[src/rtl/fetch_params.svh]
`ifndef FETCH_PARAMS_SVH
`define FETCH_PARAMS_SVH

////////////////////////////////////////
// fetch width
////////////////////////////////////////

`define FETCH_NUM_SLOTS  2            // instructions per 64-bit fetch word

////////////////////////////////////////
// storage sizes
////////////////////////////////////////

`define FETCH_BUF_DEPTH  4            // fetch packets held ahead of decode
`define FETCH_BP_ENTRIES 64           // bimodal counters, must be a power of two

////////////////////////////////////////
// constants
////////////////////////////////////////

// addi x0,x0,0 placed in slots that carry no real instruction
`define FETCH_NOP_INST   32'h0000_0013
`define FETCH_RESET_PC   64'h0        // first fetch address out of reset

`endif

[src/rtl/fetch_pkg.sv]
`include "fetch_params.svh"

package fetch_pkg;

  ////////////////////////////////////////
  // fetch packet
  ////////////////////////////////////////

  // one instruction slot as handed to decode
  typedef struct packed {
    logic [63:0] pc;          // address of this instruction
    logic [63:0] npc;         // pc + 4
    logic [31:0] inst;        // raw encoding or nop
    logic [63:0] target;      // predicted next pc
    logic        pred_taken;  // predicted to redirect
    logic        valid;       // slot holds a real instruction
  } fetch_slot_t;

  // whole fetch word, slot 0 at the lower address
  typedef fetch_slot_t [`FETCH_NUM_SLOTS-1:0] fetch_packet_t;

  ////////////////////////////////////////
  // predecode and prediction
  ////////////////////////////////////////

  typedef struct packed {
    logic        is_branch;   // conditional branch opcode
    logic        is_jal;      // direct jump
    logic [63:0] target;      // pc + b or j immediate
  } predecode_t;

  // direction per slot from the counter msb
  typedef struct packed {
    logic [`FETCH_NUM_SLOTS-1:0] taken;
  } bp_lookup_t;

  // branch outcome coming back from execute
  typedef struct packed {
    logic        valid;
    logic [63:0] pc;
    logic        taken;
  } bp_resolve_t;

  // back end redirect
  typedef struct packed {
    logic        en;
    logic [63:0] pc;
  } rollback_t;

endpackage

[src/rtl/fetch_stage.sv]
`timescale 1ns/10ps
`include "fetch_params.svh"

module fetch_stage (
  input  logic                                         clock,
  input  logic                                         reset,
  output logic [63:0]                                  imem_addr,   // 8-byte aligned
  input  logic [63:0]                                  imem_data,
  input  logic                                         imem_valid,
  input  fetch_pkg::rollback_t                         rollback,
  output logic [`FETCH_NUM_SLOTS-1:0][63:0]            slot_pc,
  output logic [63:0]                                  slot_word,   // raw word for predecode
  input  fetch_pkg::predecode_t [`FETCH_NUM_SLOTS-1:0] pdec,
  input  fetch_pkg::bp_lookup_t                        bp_taken,
  input  logic                                         buf_full,
  output logic                                         push,
  output fetch_pkg::fetch_packet_t                     push_packet
);

  logic [63:0]                 pc_reg;       // current fetch pc, bit 2 may be set
  logic [63:0]                 pc_base;      // aligned word address
  logic [63:0]                 pc_seq;       // next sequential word
  logic [63:0]                 redirect_pc;  // first taken target or pc_seq
  logic [63:0]                 next_pc;
  logic                        pc_en;
  logic                        blocked;      // an earlier slot already redirects
  logic [`FETCH_NUM_SLOTS-1:0] slot_taken;   // raw prediction before masking
  logic [`FETCH_NUM_SLOTS-1:0] slot_valid;

  ////////////////////////////////////////
  // addresses
  ////////////////////////////////////////

  assign pc_base   = {pc_reg[63:3], 3'b000};
  assign pc_seq    = pc_base + 64'd8;
  assign imem_addr = pc_base;
  assign slot_word = imem_data;  // predecode splits it per slot

  // slot pcs and raw direction per slot
  always_comb
  begin
    for (int i = 0; i < `FETCH_NUM_SLOTS; i++)
    begin
      slot_pc[i]    = pc_base + 64'(4 * i);
      // jal always redirects, branches follow the counter
      slot_taken[i] = pdec[i].is_jal | (pdec[i].is_branch & bp_taken.taken[i]);
    end
  end

  ////////////////////////////////////////
  // slot validity and redirect
  ////////////////////////////////////////

  // walk slots in order and stop at the first taken one
  always_comb
  begin
    blocked     = 1'b0;
    redirect_pc = pc_seq;
    for (int i = 0; i < `FETCH_NUM_SLOTS; i++)
    begin
      // slot 0 is skipped when pc points at the upper half
      slot_valid[i] = !blocked && ((i != 0) || !pc_reg[2]);
      if (slot_valid[i] && slot_taken[i])
      begin
        blocked     = 1'b1;
        redirect_pc = pdec[i].target;
      end
    end
  end

  // packet assembly
  always_comb
  begin
    for (int i = 0; i < `FETCH_NUM_SLOTS; i++)
    begin
      push_packet[i].pc         = slot_pc[i];
      push_packet[i].npc        = slot_pc[i] + 64'd4;
      push_packet[i].valid      = slot_valid[i];
      push_packet[i].pred_taken = slot_valid[i] & slot_taken[i];
      // dead slots carry a nop so decode can ignore them safely
      push_packet[i].inst       = slot_valid[i] ? imem_data[32*i +: 32] : `FETCH_NOP_INST;
      push_packet[i].target     = push_packet[i].pred_taken ? pdec[i].target
                                                            : push_packet[i].npc;
    end
  end

  ////////////////////////////////////////
  // pc register
  ////////////////////////////////////////

  // rollback kills the word in flight this cycle
  assign push    = imem_valid & ~buf_full & ~rollback.en;
  assign pc_en   = push | rollback.en;
  assign next_pc = rollback.en ? rollback.pc : redirect_pc;  // rollback wins

  always_ff @(posedge clock)
  begin
    if (reset)
      pc_reg <= `FETCH_RESET_PC;
    else if (pc_en)
      pc_reg <= next_pc;          // holds while stalled so imem_addr stays put
  end

endmodule

[src/rtl/predecode.sv]
`timescale 1ns/10ps
`include "fetch_params.svh"

module predecode (
  input  logic [`FETCH_NUM_SLOTS-1:0][63:0]            slot_pc,
  input  logic [63:0]                                  slot_word,
  output fetch_pkg::predecode_t [`FETCH_NUM_SLOTS-1:0] pdec
);

  localparam logic [6:0] OP_BRANCH = 7'b1100011;  // beq bne blt bge bltu bgeu
  localparam logic [6:0] OP_JAL    = 7'b1101111;

  ////////////////////////////////////////
  // per slot decode
  ////////////////////////////////////////

  for (genvar i = 0; i < `FETCH_NUM_SLOTS; i++)
  begin : g_slot
    logic [31:0] inst;
    logic [6:0]  opcode;
    logic [63:0] b_imm;     // sign extended branch offset
    logic [63:0] j_imm;     // sign extended jal offset
    logic        is_branch;
    logic        is_jal;

    assign inst   = slot_word[32*i +: 32];
    assign opcode = inst[6:0];

    assign is_branch = (opcode == OP_BRANCH);
    assign is_jal    = (opcode == OP_JAL);

    // imm[12|10:5] in 31:25 and imm[4:1|11] in 11:7
    assign b_imm = {{51{inst[31]}}, inst[31], inst[7], inst[30:25], inst[11:8], 1'b0};

    // imm[20|10:1|11|19:12] in 31:12
    assign j_imm = {{43{inst[31]}}, inst[31], inst[19:12], inst[20], inst[30:21], 1'b0};

    assign pdec[i].is_branch = is_branch;
    assign pdec[i].is_jal    = is_jal;
    // only meaningful when one of the flags is set
    assign pdec[i].target    = slot_pc[i] + (is_jal ? j_imm : b_imm);
  end

endmodule

[src/rtl/branch_predictor.sv]
`timescale 1ns/10ps
`include "fetch_params.svh"

module branch_predictor (
  input  logic                              clock,
  input  logic                              reset,
  input  logic [`FETCH_NUM_SLOTS-1:0][63:0] slot_pc,
  output fetch_pkg::bp_lookup_t             bp_taken,
  input  fetch_pkg::bp_resolve_t            resolve
);

  localparam int IDX_W = $clog2(`FETCH_BP_ENTRIES);

  logic [1:0]       counters [`FETCH_BP_ENTRIES];  // 2-bit saturating
  logic [IDX_W-1:0] lookup_idx [`FETCH_NUM_SLOTS];
  logic [IDX_W-1:0] upd_idx;
  logic [1:0]       upd_cnt;                      // counter being trained
  logic [1:0]       upd_next;

  ////////////////////////////////////////
  // lookup
  ////////////////////////////////////////

  // bits 1:0 are always zero for rv64 without compressed
  always_comb
  begin
    for (int i = 0; i < `FETCH_NUM_SLOTS; i++)
    begin
      lookup_idx[i]     = slot_pc[i][IDX_W+1:2];
      bp_taken.taken[i] = counters[lookup_idx[i]][1];  // msb is the direction
    end
  end

  ////////////////////////////////////////
  // update
  ////////////////////////////////////////

  assign upd_idx = resolve.pc[IDX_W+1:2];
  assign upd_cnt = counters[upd_idx];

  // saturate at 00 and 11
  always_comb
  begin
    upd_next = upd_cnt;
    if (resolve.taken && (upd_cnt != 2'b11))
      upd_next = upd_cnt + 2'b01;
    else if (!resolve.taken && (upd_cnt != 2'b00))
      upd_next = upd_cnt - 2'b01;
  end

  // no bypass so lookups see a resolve one edge later
  always_ff @(posedge clock)
  begin
    if (reset)
    begin
      for (int e = 0; e < `FETCH_BP_ENTRIES; e++)
        counters[e] <= 2'b01;   // weakly not taken
    end
    else if (resolve.valid)
    begin
      counters[upd_idx] <= upd_next;
    end
  end

endmodule

[src/rtl/fetch_buffer.sv]
`timescale 1ns/10ps
`include "fetch_params.svh"

module fetch_buffer (
  input  logic                     clock,
  input  logic                     reset,
  input  logic                     flush,        // drop everything on rollback
  input  logic                     push,
  input  fetch_pkg::fetch_packet_t push_packet,
  output logic                     full,
  output fetch_pkg::fetch_packet_t out_packet,
  output logic                     out_valid,
  input  logic                     out_ready
);

  import fetch_pkg::*;

  localparam int               DEPTH = `FETCH_BUF_DEPTH;
  localparam int               PTR_W = $clog2(DEPTH);
  localparam logic [PTR_W-1:0] LAST  = PTR_W'(DEPTH - 1);

  fetch_packet_t    mem [DEPTH];  // payload only
  logic [PTR_W-1:0] wr_ptr;
  logic [PTR_W-1:0] rd_ptr;
  logic [PTR_W:0]   count;        // one extra bit to tell full from empty
  logic             do_push;
  logic             do_pop;

  assign full       = (count == (PTR_W+1)'(DEPTH));
  assign out_valid  = (count != '0);
  assign out_packet = mem[rd_ptr];  // head entry

  assign do_push = push & ~full;
  assign do_pop  = out_valid & out_ready;

  ////////////////////////////////////////
  // pointers and count
  ////////////////////////////////////////

  always_ff @(posedge clock)
  begin
    if (reset || flush)
    begin
      wr_ptr <= '0;
      rd_ptr <= '0;
      count  <= '0;
    end
    else
    begin
      if (do_push)
        wr_ptr <= (wr_ptr == LAST) ? '0 : wr_ptr + 1'b1;
      if (do_pop)
        rd_ptr <= (rd_ptr == LAST) ? '0 : rd_ptr + 1'b1;
      // push and pop together leave count alone
      if (do_push && !do_pop)
        count <= count + 1'b1;
      else if (do_pop && !do_push)
        count <= count - 1'b1;
    end
  end

  always_ff @(posedge clock)
  begin
    if (do_push)
      mem[wr_ptr] <= push_packet;
  end

endmodule

[src/rtl/fetch_top.sv]
`timescale 1ns/10ps
`include "fetch_params.svh"

module fetch_top (
  input  logic                     clock,
  input  logic                     reset,
  output logic [63:0]              imem_addr,
  input  logic [63:0]              imem_data,
  input  logic                     imem_valid,
  input  fetch_pkg::bp_resolve_t   resolve,
  input  fetch_pkg::rollback_t     rollback,
  output fetch_pkg::fetch_packet_t out_packet,
  output logic                     out_valid,
  input  logic                     out_ready
);

  import fetch_pkg::*;

  logic [`FETCH_NUM_SLOTS-1:0][63:0] slot_pc;
  logic [63:0]                       slot_word;
  predecode_t [`FETCH_NUM_SLOTS-1:0] pdec;
  bp_lookup_t                        bp_taken;
  logic                              buf_full;
  logic                              push;
  fetch_packet_t                     push_packet;

  ////////////////////////////////////////
  // pc control and packet build
  ////////////////////////////////////////

  fetch_stage i_stage (
    .clock       (clock),
    .reset       (reset),
    .imem_addr   (imem_addr),
    .imem_data   (imem_data),
    .imem_valid  (imem_valid),
    .rollback    (rollback),
    .slot_pc     (slot_pc),
    .slot_word   (slot_word),
    .pdec        (pdec),
    .bp_taken    (bp_taken),
    .buf_full    (buf_full),
    .push        (push),
    .push_packet (push_packet)
  );

  predecode i_predecode (
    .slot_pc   (slot_pc),
    .slot_word (slot_word),
    .pdec      (pdec)
  );

  branch_predictor i_bp (
    .clock    (clock),
    .reset    (reset),
    .slot_pc  (slot_pc),
    .bp_taken (bp_taken),
    .resolve  (resolve)      // straight from execute
  );

  ////////////////////////////////////////
  // decode side queue
  ////////////////////////////////////////

  fetch_buffer i_buffer (
    .clock       (clock),
    .reset       (reset),
    .flush       (rollback.en),
    .push        (push),
    .push_packet (push_packet),
    .full        (buf_full),
    .out_packet  (out_packet),
    .out_valid   (out_valid),
    .out_ready   (out_ready)
  );

endmodule

[config.mk]
export PLATFORM = sky130hd
export DESIGN_NAME = fetch_top
export DESIGN_NICKNAME = d
export VERILOG_FILES = /design/src/rtl/fetch_pkg.sv /design/src/rtl/fetch_stage.sv /design/src/rtl/predecode.sv /design/src/rtl/branch_predictor.sv /design/src/rtl/fetch_buffer.sv /design/src/rtl/fetch_top.sv
export VERILOG_INCLUDE_DIRS = /design/src /design/src/rtl
export SDC_FILE = /design/constraint.sdc
export NUM_CORES = 2
export LEC_CHECK = 0
export BUFFER_PORTS_ARGS = -buffer_cell sky130_fd_sc_hd__buf_2
export CAP_MARGIN = 25
export CORE_MARGIN = 2
export CORE_UTILIZATION = 30
export CTS_BUF_LIST = sky130_fd_sc_hd__clkbuf_16
export DETAILED_ROUTE_END_ITERATION = 8
export MAX_ROUTING_LAYER = met4
export PLACE_DENSITY = 0.51
export SKIP_LAST_GASP = 1
export SYNTH_ARGS = -nofsm -noshare
export SYNTH_HDL_FRONTEND = slang
export SYNTH_HIERARCHICAL = 1
export SYNTH_SLANG_ARGS = --single-unit
[constraint.sdc]
create_clock -name clock -period 15.1 [get_ports clock]
set_input_delay 1.51 -clock clock [delete_from_list [all_inputs] [get_ports clock]]
set_output_delay 1.51 -clock clock [all_outputs]
set_load 0.01 [all_outputs]
# Word-level counts from Yosys, hierarchy flattened
# Memory sizes are Yosys's and may differ from the RTL's. A register that Yosys moved wholly into a read port is not among the register bits.
# Cells that the tools add are included.
# Widths: inputs -> output; s select.
[classes] add_sub_neg=11 eq_ne=8 n_mux=30 n_bitwise=13 reduce_logical=16
[ops] cell="$mux 64" count=5
[ops] cell="$add 64x3->64 const B" count=2
[ops] cell="$add 64x64->64" count=2
[ops] cell="$add 64x4->64 const B" count=1
[ops] cell="$mux 32" count=2
[ops] cell="$mux 20" count=2
[ops] cell="$eq 7x7->1 const B" count=4
[ops] cell="$mux 6" count=3
[ops] cell="$mux 2" count=7
[ops] cell="$mux 1" count=9
[ops] cell="$and 1x1->1" count=8
[ops] cell="$add 2x1->2 const B" count=3
[ops] cell="$logic_and 1x1->1" count=6
[ops] cell="$mux 3" count=2
[ops] cell="$logic_not 1->1" count=5
[ops] cell="$eq 2x2->1 const B" count=2
[ops] cell="$reduce_bool 2->1" count=2
[ops] cell="$add 3x1->3 const B" count=1
[ops] cell="$eq 3x3->1 const B" count=1
[ops] cell="$or 1x1->1" count=3
[ops] cell="$reduce_bool 3->1" count=1
[ops] cell="$sub 3x1->3 const B" count=1
[ops] cell="$ne 2x2->1 const B" count=1
[ops] cell="$not 1->1" count=2
[ops] cell="other kinds (3)" count=3
[word_totals] ff_bits=71 mem_bits_rw=1924 wordCells=84 memories=2
[memory_table] memory="i_buffer.mem" words=4 word_bits=449 read_ports=1 rd_ports_with_merged_regs=1 wr=1 line="fetch_buffer.sv:22" text="fetch_packet_t mem [DEPTH];"
[memory_table] memory="i_bp.counters" words=64 word_bits=2 read_ports=3 rd_ports_with_merged_regs=1 wr=64 line="branch_predictor.sv:14" text="logic [1:0] counters [`FETCH_BP_ENTRIES];"

# Longest topological paths before layout
[depth] depth_word=11 ltp_mapped=23 depth_no_buf=21

# Modules after synthesis
# The synthesis kept the hierarchy.
[by_module_without_submodules] module="fetch_buffer" n_inst=1 cells_per_inst=2411 area_each_um2=65630.4
[by_module_without_submodules] module="fetch_stage" n_inst=1 cells_per_inst=1631 area_each_um2=10669.0
[by_module_without_submodules] module="branch_predictor" n_inst=1 cells_per_inst=709 area_each_um2=8206.6
[by_module_without_submodules] module="predecode" n_inst=1 cells_per_inst=1125 area_each_um2=7737.4

# Worst setup path before layout
# No wires, ideal clock.
[synth_path] kind="input to register" from="input imem_valid" to="memory i_buffer/mem[3][0] (netlist name), enable pin" setup_ps=876 arrival_ps=12912 t_required_ps=14224 path_slack_ps=1311 cell_stages=6 n_path_buf=2 path_cell_list="nor2b_1 clkbuf_1 nand2_1 clkinv_1 clkbuf_1 and3_1"
[synth_between] elab_chain_cells=5
[synth_lines] element="start, declared" line="fetch_top.sv:9" text="input logic imem_valid,"
[synth_lines] element="$and 1x1->1 (2 in series)" line="fetch_stage.sv:92" text="assign push = imem_valid & ~buf_full & ~rollback.en;"
[synth_lines] element="via push" line="fetch_top.sv:24" text="logic push;"
[synth_lines] element="$and 1x1->1" line="fetch_buffer.sv:33" text="assign do_push = push & ~full;"
[synth_lines] element="$mux 1" line="fetch_buffer.sv:64" text="if (do_push)"
[synth_lines] element="$mux 1 (implied by the code)" line="fetch_buffer.sv:65" text="mem[wr_ptr] <= push_packet;"
[synth_lines] element="end, declared" line="fetch_buffer.sv:22"
# The timed path passes the listed nets, and every way through them passes these cells.

==> impl_metrics.csv <==
group,metric,value,unit
yosys,yosys.area_share.simple,0.06389,
clocking,cts.root.buffer_cell,"clkbuf_16",
route,wire_per_inst,27.24,µm
route,firstDrtPassIters,5,
floorplanning,die_w,558.5,µm
worst_hold_path,hp-class,"reg2reg",
setup_path,cp_cell_sequence,"buf_2 > nor2b_1 > nand4_1 > nor2_1 > buf_4 > mux2_2 > ha_1 > o211ai_1 > o211ai_1 > or4b_4 > nand4bb_4 > a311oi_1 > o21ai_1 > a21oi_2 > o211ai_4 > mux2i_1 > a2111oi_2 > a221oi_1 > nor3_1 > a21oi_1 > a31oi_1",
clocking,h-tree-depth,4,
yosys,synth_edf_count,1936,
route,drc,0,
yosys,syn_area_per_cell,15.70,µm²
yosys,synth_cell_type_count,112,
clocking,tritoncts,"done",
grt,grt_pass1_wl,397400,µm
yosys,async_reset_ff_frac,0,
yosys,synthAdderAreaFrac,0.01883,
clocking,cts_hold_buf,0,
final_layout,nets,6469,
final_layout,final-seq-area,59570,µm²
setup_path,cp-end-kind,"flop",
pwr,powerDensity,128.5,nW/µm²
route,final_antenna_net_count,0,
route,vias,53390,
sta,finalCritPeriodShare,0.4155,
sta,tightest_slew,1.077,ns
sta,fin_ws,8.827,ns
grt,grt_max_degree,136,
clocking,cts_max_path_buffers,4,
placed_design,post-dp-hpwl,188900,µm
setup_path,crit_cells,21,
setup_path,cp_top_family,"compound AO/OA/AOI/OAI gates",
setup_path,r2r_cells,15,
placed_design,routabilityCongestion,0.8902,
setup_path,cp-start-kind,"input pin",
yosys,yosysSeqAreaShare,0.6457,
setup_path,critPathKind,"in2reg",
route,via_per_inst,5.113,
floorplanning,start_util,0.3016,
grt,grt_use_total,0.1824,
sta,fmax,0.1594,GHz
setup_path,crit_buf_inv,2,
floorplanning,io_pins,716,
final_layout,area_growth,13.25,%
yosys,synth_compound_area_frac,0.06486,
setup_path,path_max_fanout,16,
floorplanning,die-height,558.5,µm
setup_path,critPathSlowestCell,"a311oi_1",
yosys,synth_top_family_by_area,"multiplexers",
yosys,synth.area.mux_share,0.1310,
yosys,synth_xor_area_frac,0.01671,
setup_path,worstPathRequired,15.93,ns
placed_design,pre_cts_slack,7.693,ns
setup_path,cpPeakStageDelay,0.89,ns
clocking,post_cts_resized,0,
clocking,cts_setup_buffers,0,
yosys,syn_inst,5876,
sta,setup_viol,0,
setup_path,cpMostUsedCell,"o211ai_1",
placed_design,dp.cells,10010,
floorplanning,dieArea,311900,µm²
sta,max-slew-margin-rel,0.2821,
yosys,ys.flop_type,"edfxtp_1",
final_layout,fillCellCount,29580,
clocking,cts_sinks,2007,
grt,antenna_found_initial,71,
worst_hold_path,hold_path_depth,2,
final_layout,multi_input_area,27420,µm²
flow_run,max_cap_violations,0,
sta,drv_slew,0,
clocking,clk_latency,0.92,ns
final_layout,largest_reg_flops,1808,
sta,rsz0062_at_grt,"false",
outcome,status,"finished, final reports clean",
clocking,clk_pin_slew,0.07,ns
setup_path,arrival,7.10,ns
placed_design,numPortBuffers,652,
clocking,cts_buffers,221,
floorplanning,num_rows,203,
yosys,yosysWarningCount,6,
grt,grt-ovfl-total,0,
sta,fin_crit,6.273,ns
sta,finalSetupTns,0,ns
pwr,p_leak,35.34,nW
pwr,max-vdd-ir-drop,0.1015,mV
grt,grt_pass1_vias,52970,
final_layout,final_cell_count_no_fill,10440,
route,drt-total-wl,284500,µm
route,drt_iter0_drc,5026,
sta,finalClockSkew,0.08353,ns
sta,hold_viol_final,0,
floorplanning,core,305800,µm²
final_layout,drive_gt1_frac,0.2951,
yosys,synthesis.area,92240,µm²
yosys,synth.ff_latch_count,2007,
[worst paths after layout]
kind / endpoint / from / slack [ns]
worst max register to register: i_stage/pc_reg[63] / i_stage/pc_reg[3] / 9.02
worst min register to register: flop / i_buffer/rd_ptr[0] / 0.50
worst min-delay path: flop / i_buffer/rd_ptr[0] / 0.50
worst max-delay path: i_stage/pc_reg[58] / imem_data[36] / 8.83
[layout by cell type, fill, tap and decap left out, types with 113 or more instances in the layout]
cell,instances
edfxtp_1,1936
buf_2,650
mux4_2,502
nand2_1,422
nor2_1,295
a21oi_1,236
clkbuf_16,223
o21ai_0,181
buf_4,141
ha_1,134
inv_1,117
xnor2_1,113
[cells by family after synthesis]
kind of cell               after synthesis
buffers and inverters                  868
other                                    2
muxes                                  571
AOI/OAI and AO/OA                      892
adders and majority gates              137
xor gates and xnor gates               176
DFF                                   2007
and+or+nand+nor                       1223
[metrics by stage]
stage          total power [W]    util  area (µm²)  hold WS (ns)
2_1_floorplan         0.007574       -       92310        0.4634
3_3_place_gp          0.008041  0.3169       96910        0.4783
3_5_place_dp          0.008066  0.3171       96970        0.4898
4_1_cts                0.01358  0.3413      104400        0.5091
5_1_grt                0.01390  0.3415      104400        0.5315
6_report               0.01343  0.3416      104500        0.5049
[power by group]
group / total, W / internal, W / switching, W
combinational: 0.00160 / 0.000530 / 0.00107
sequential: 0.00634 / 0.00630 / 0.0000487
clock: 0.00548 / 0.00320 / 0.00227
[metal layers]
| metal | global-route usage | up-vias | routed length [µm] |
|---|---|---|---|
| met4 | 0.04745 | 0 | 7555 |
| met5 | - | - | 0 |
| met1 | 0.2446 | 28000 | 124800 |
| li1 | - | 23100 | - |
| met2 | 0.2816 | 1842 | 132100 |
| met3 | 0.03765 | 453 | 19980 |
[layout make-up]
class                      count  area share
timing repair buffer         806     0.04399
multi-input combinational   3020      0.2625
clock inverter               183     0.01733
inverter                      77    0.002815
clock buffer                 223     0.05342
sequential                  2007      0.5703
tap                         4100     0.04911
antenna                       26   0.0006228
[worst register-to-register path, stage by stage, from the launching register on]
cell	delay, ns
dfxtp_2	0.44
buf_4	0.56
mux4_2	0.47
mux4_2	0.48
nor2b_1	0.14
a211oi_1	0.40
a21oi_1	0.29
a21o_1	0.26
buf_4	0.24
nand2_4	0.52
clkinv_2	0.76
buf_4	0.55
a221o_1	0.42
o211ai_1	0.15
nand4_1	0.14
o2111a_1	0.16
[cells in the mapped netlist (all sizes together) (7+ instances only)]
cell type | count | share of area
nand2 | 425 | 0.017
a311oi | 13 | 0.0012
a221o | 8 | 0.00087
nand4 | 74 | 0.0051
nand2b | 22 | 0.0015
dfxtp | 71 | 0.015
mux2 | 41 | 0.0050
or4 | 7 | 0.00061
o221a | 10 | 0.0012
mux2i | 26 | 0.0028
or2 | 78 | 0.0053
nor2b | 49 | 0.0033
and2 | 46 | 0.0032
or3 | 15 | 0.0010
a211o | 8 | 0.00076
o211ai | 19 | 0.0017
a2111oi | 7 | 0.00087
buf | 595 | 0.048
o22ai | 14 | 0.0010
mux4 | 504 | 0.12
ha | 134 | 0.018
o21a | 27 | 0.0022
a211oi | 33 | 0.0027
xnor2 | 113 | 0.011
nor2 | 299 | 0.012
o221ai | 9 | 0.00085
o31ai | 14 | 0.0015
nand3 | 58 | 0.0031
o21bai | 21 | 0.0017
xor2 | 63 | 0.0060
inv | 75 | 0.0031
nor4 | 28 | 0.0022
a22oi | 7 | 0.00057
nor3 | 51 | 0.0028
clkbuf | 196 | 0.0080
a221oi | 43 | 0.0044
edfxtp | 1936 | 0.63
a31oi | 23 | 0.0016
a21oi | 281 | 0.017
and3 | 31 | 0.0021
a21o | 93 | 0.0076
and4 | 18 | 0.0017
o21ai | 202 | 0.011
Power figures use the tool's default switching activity.
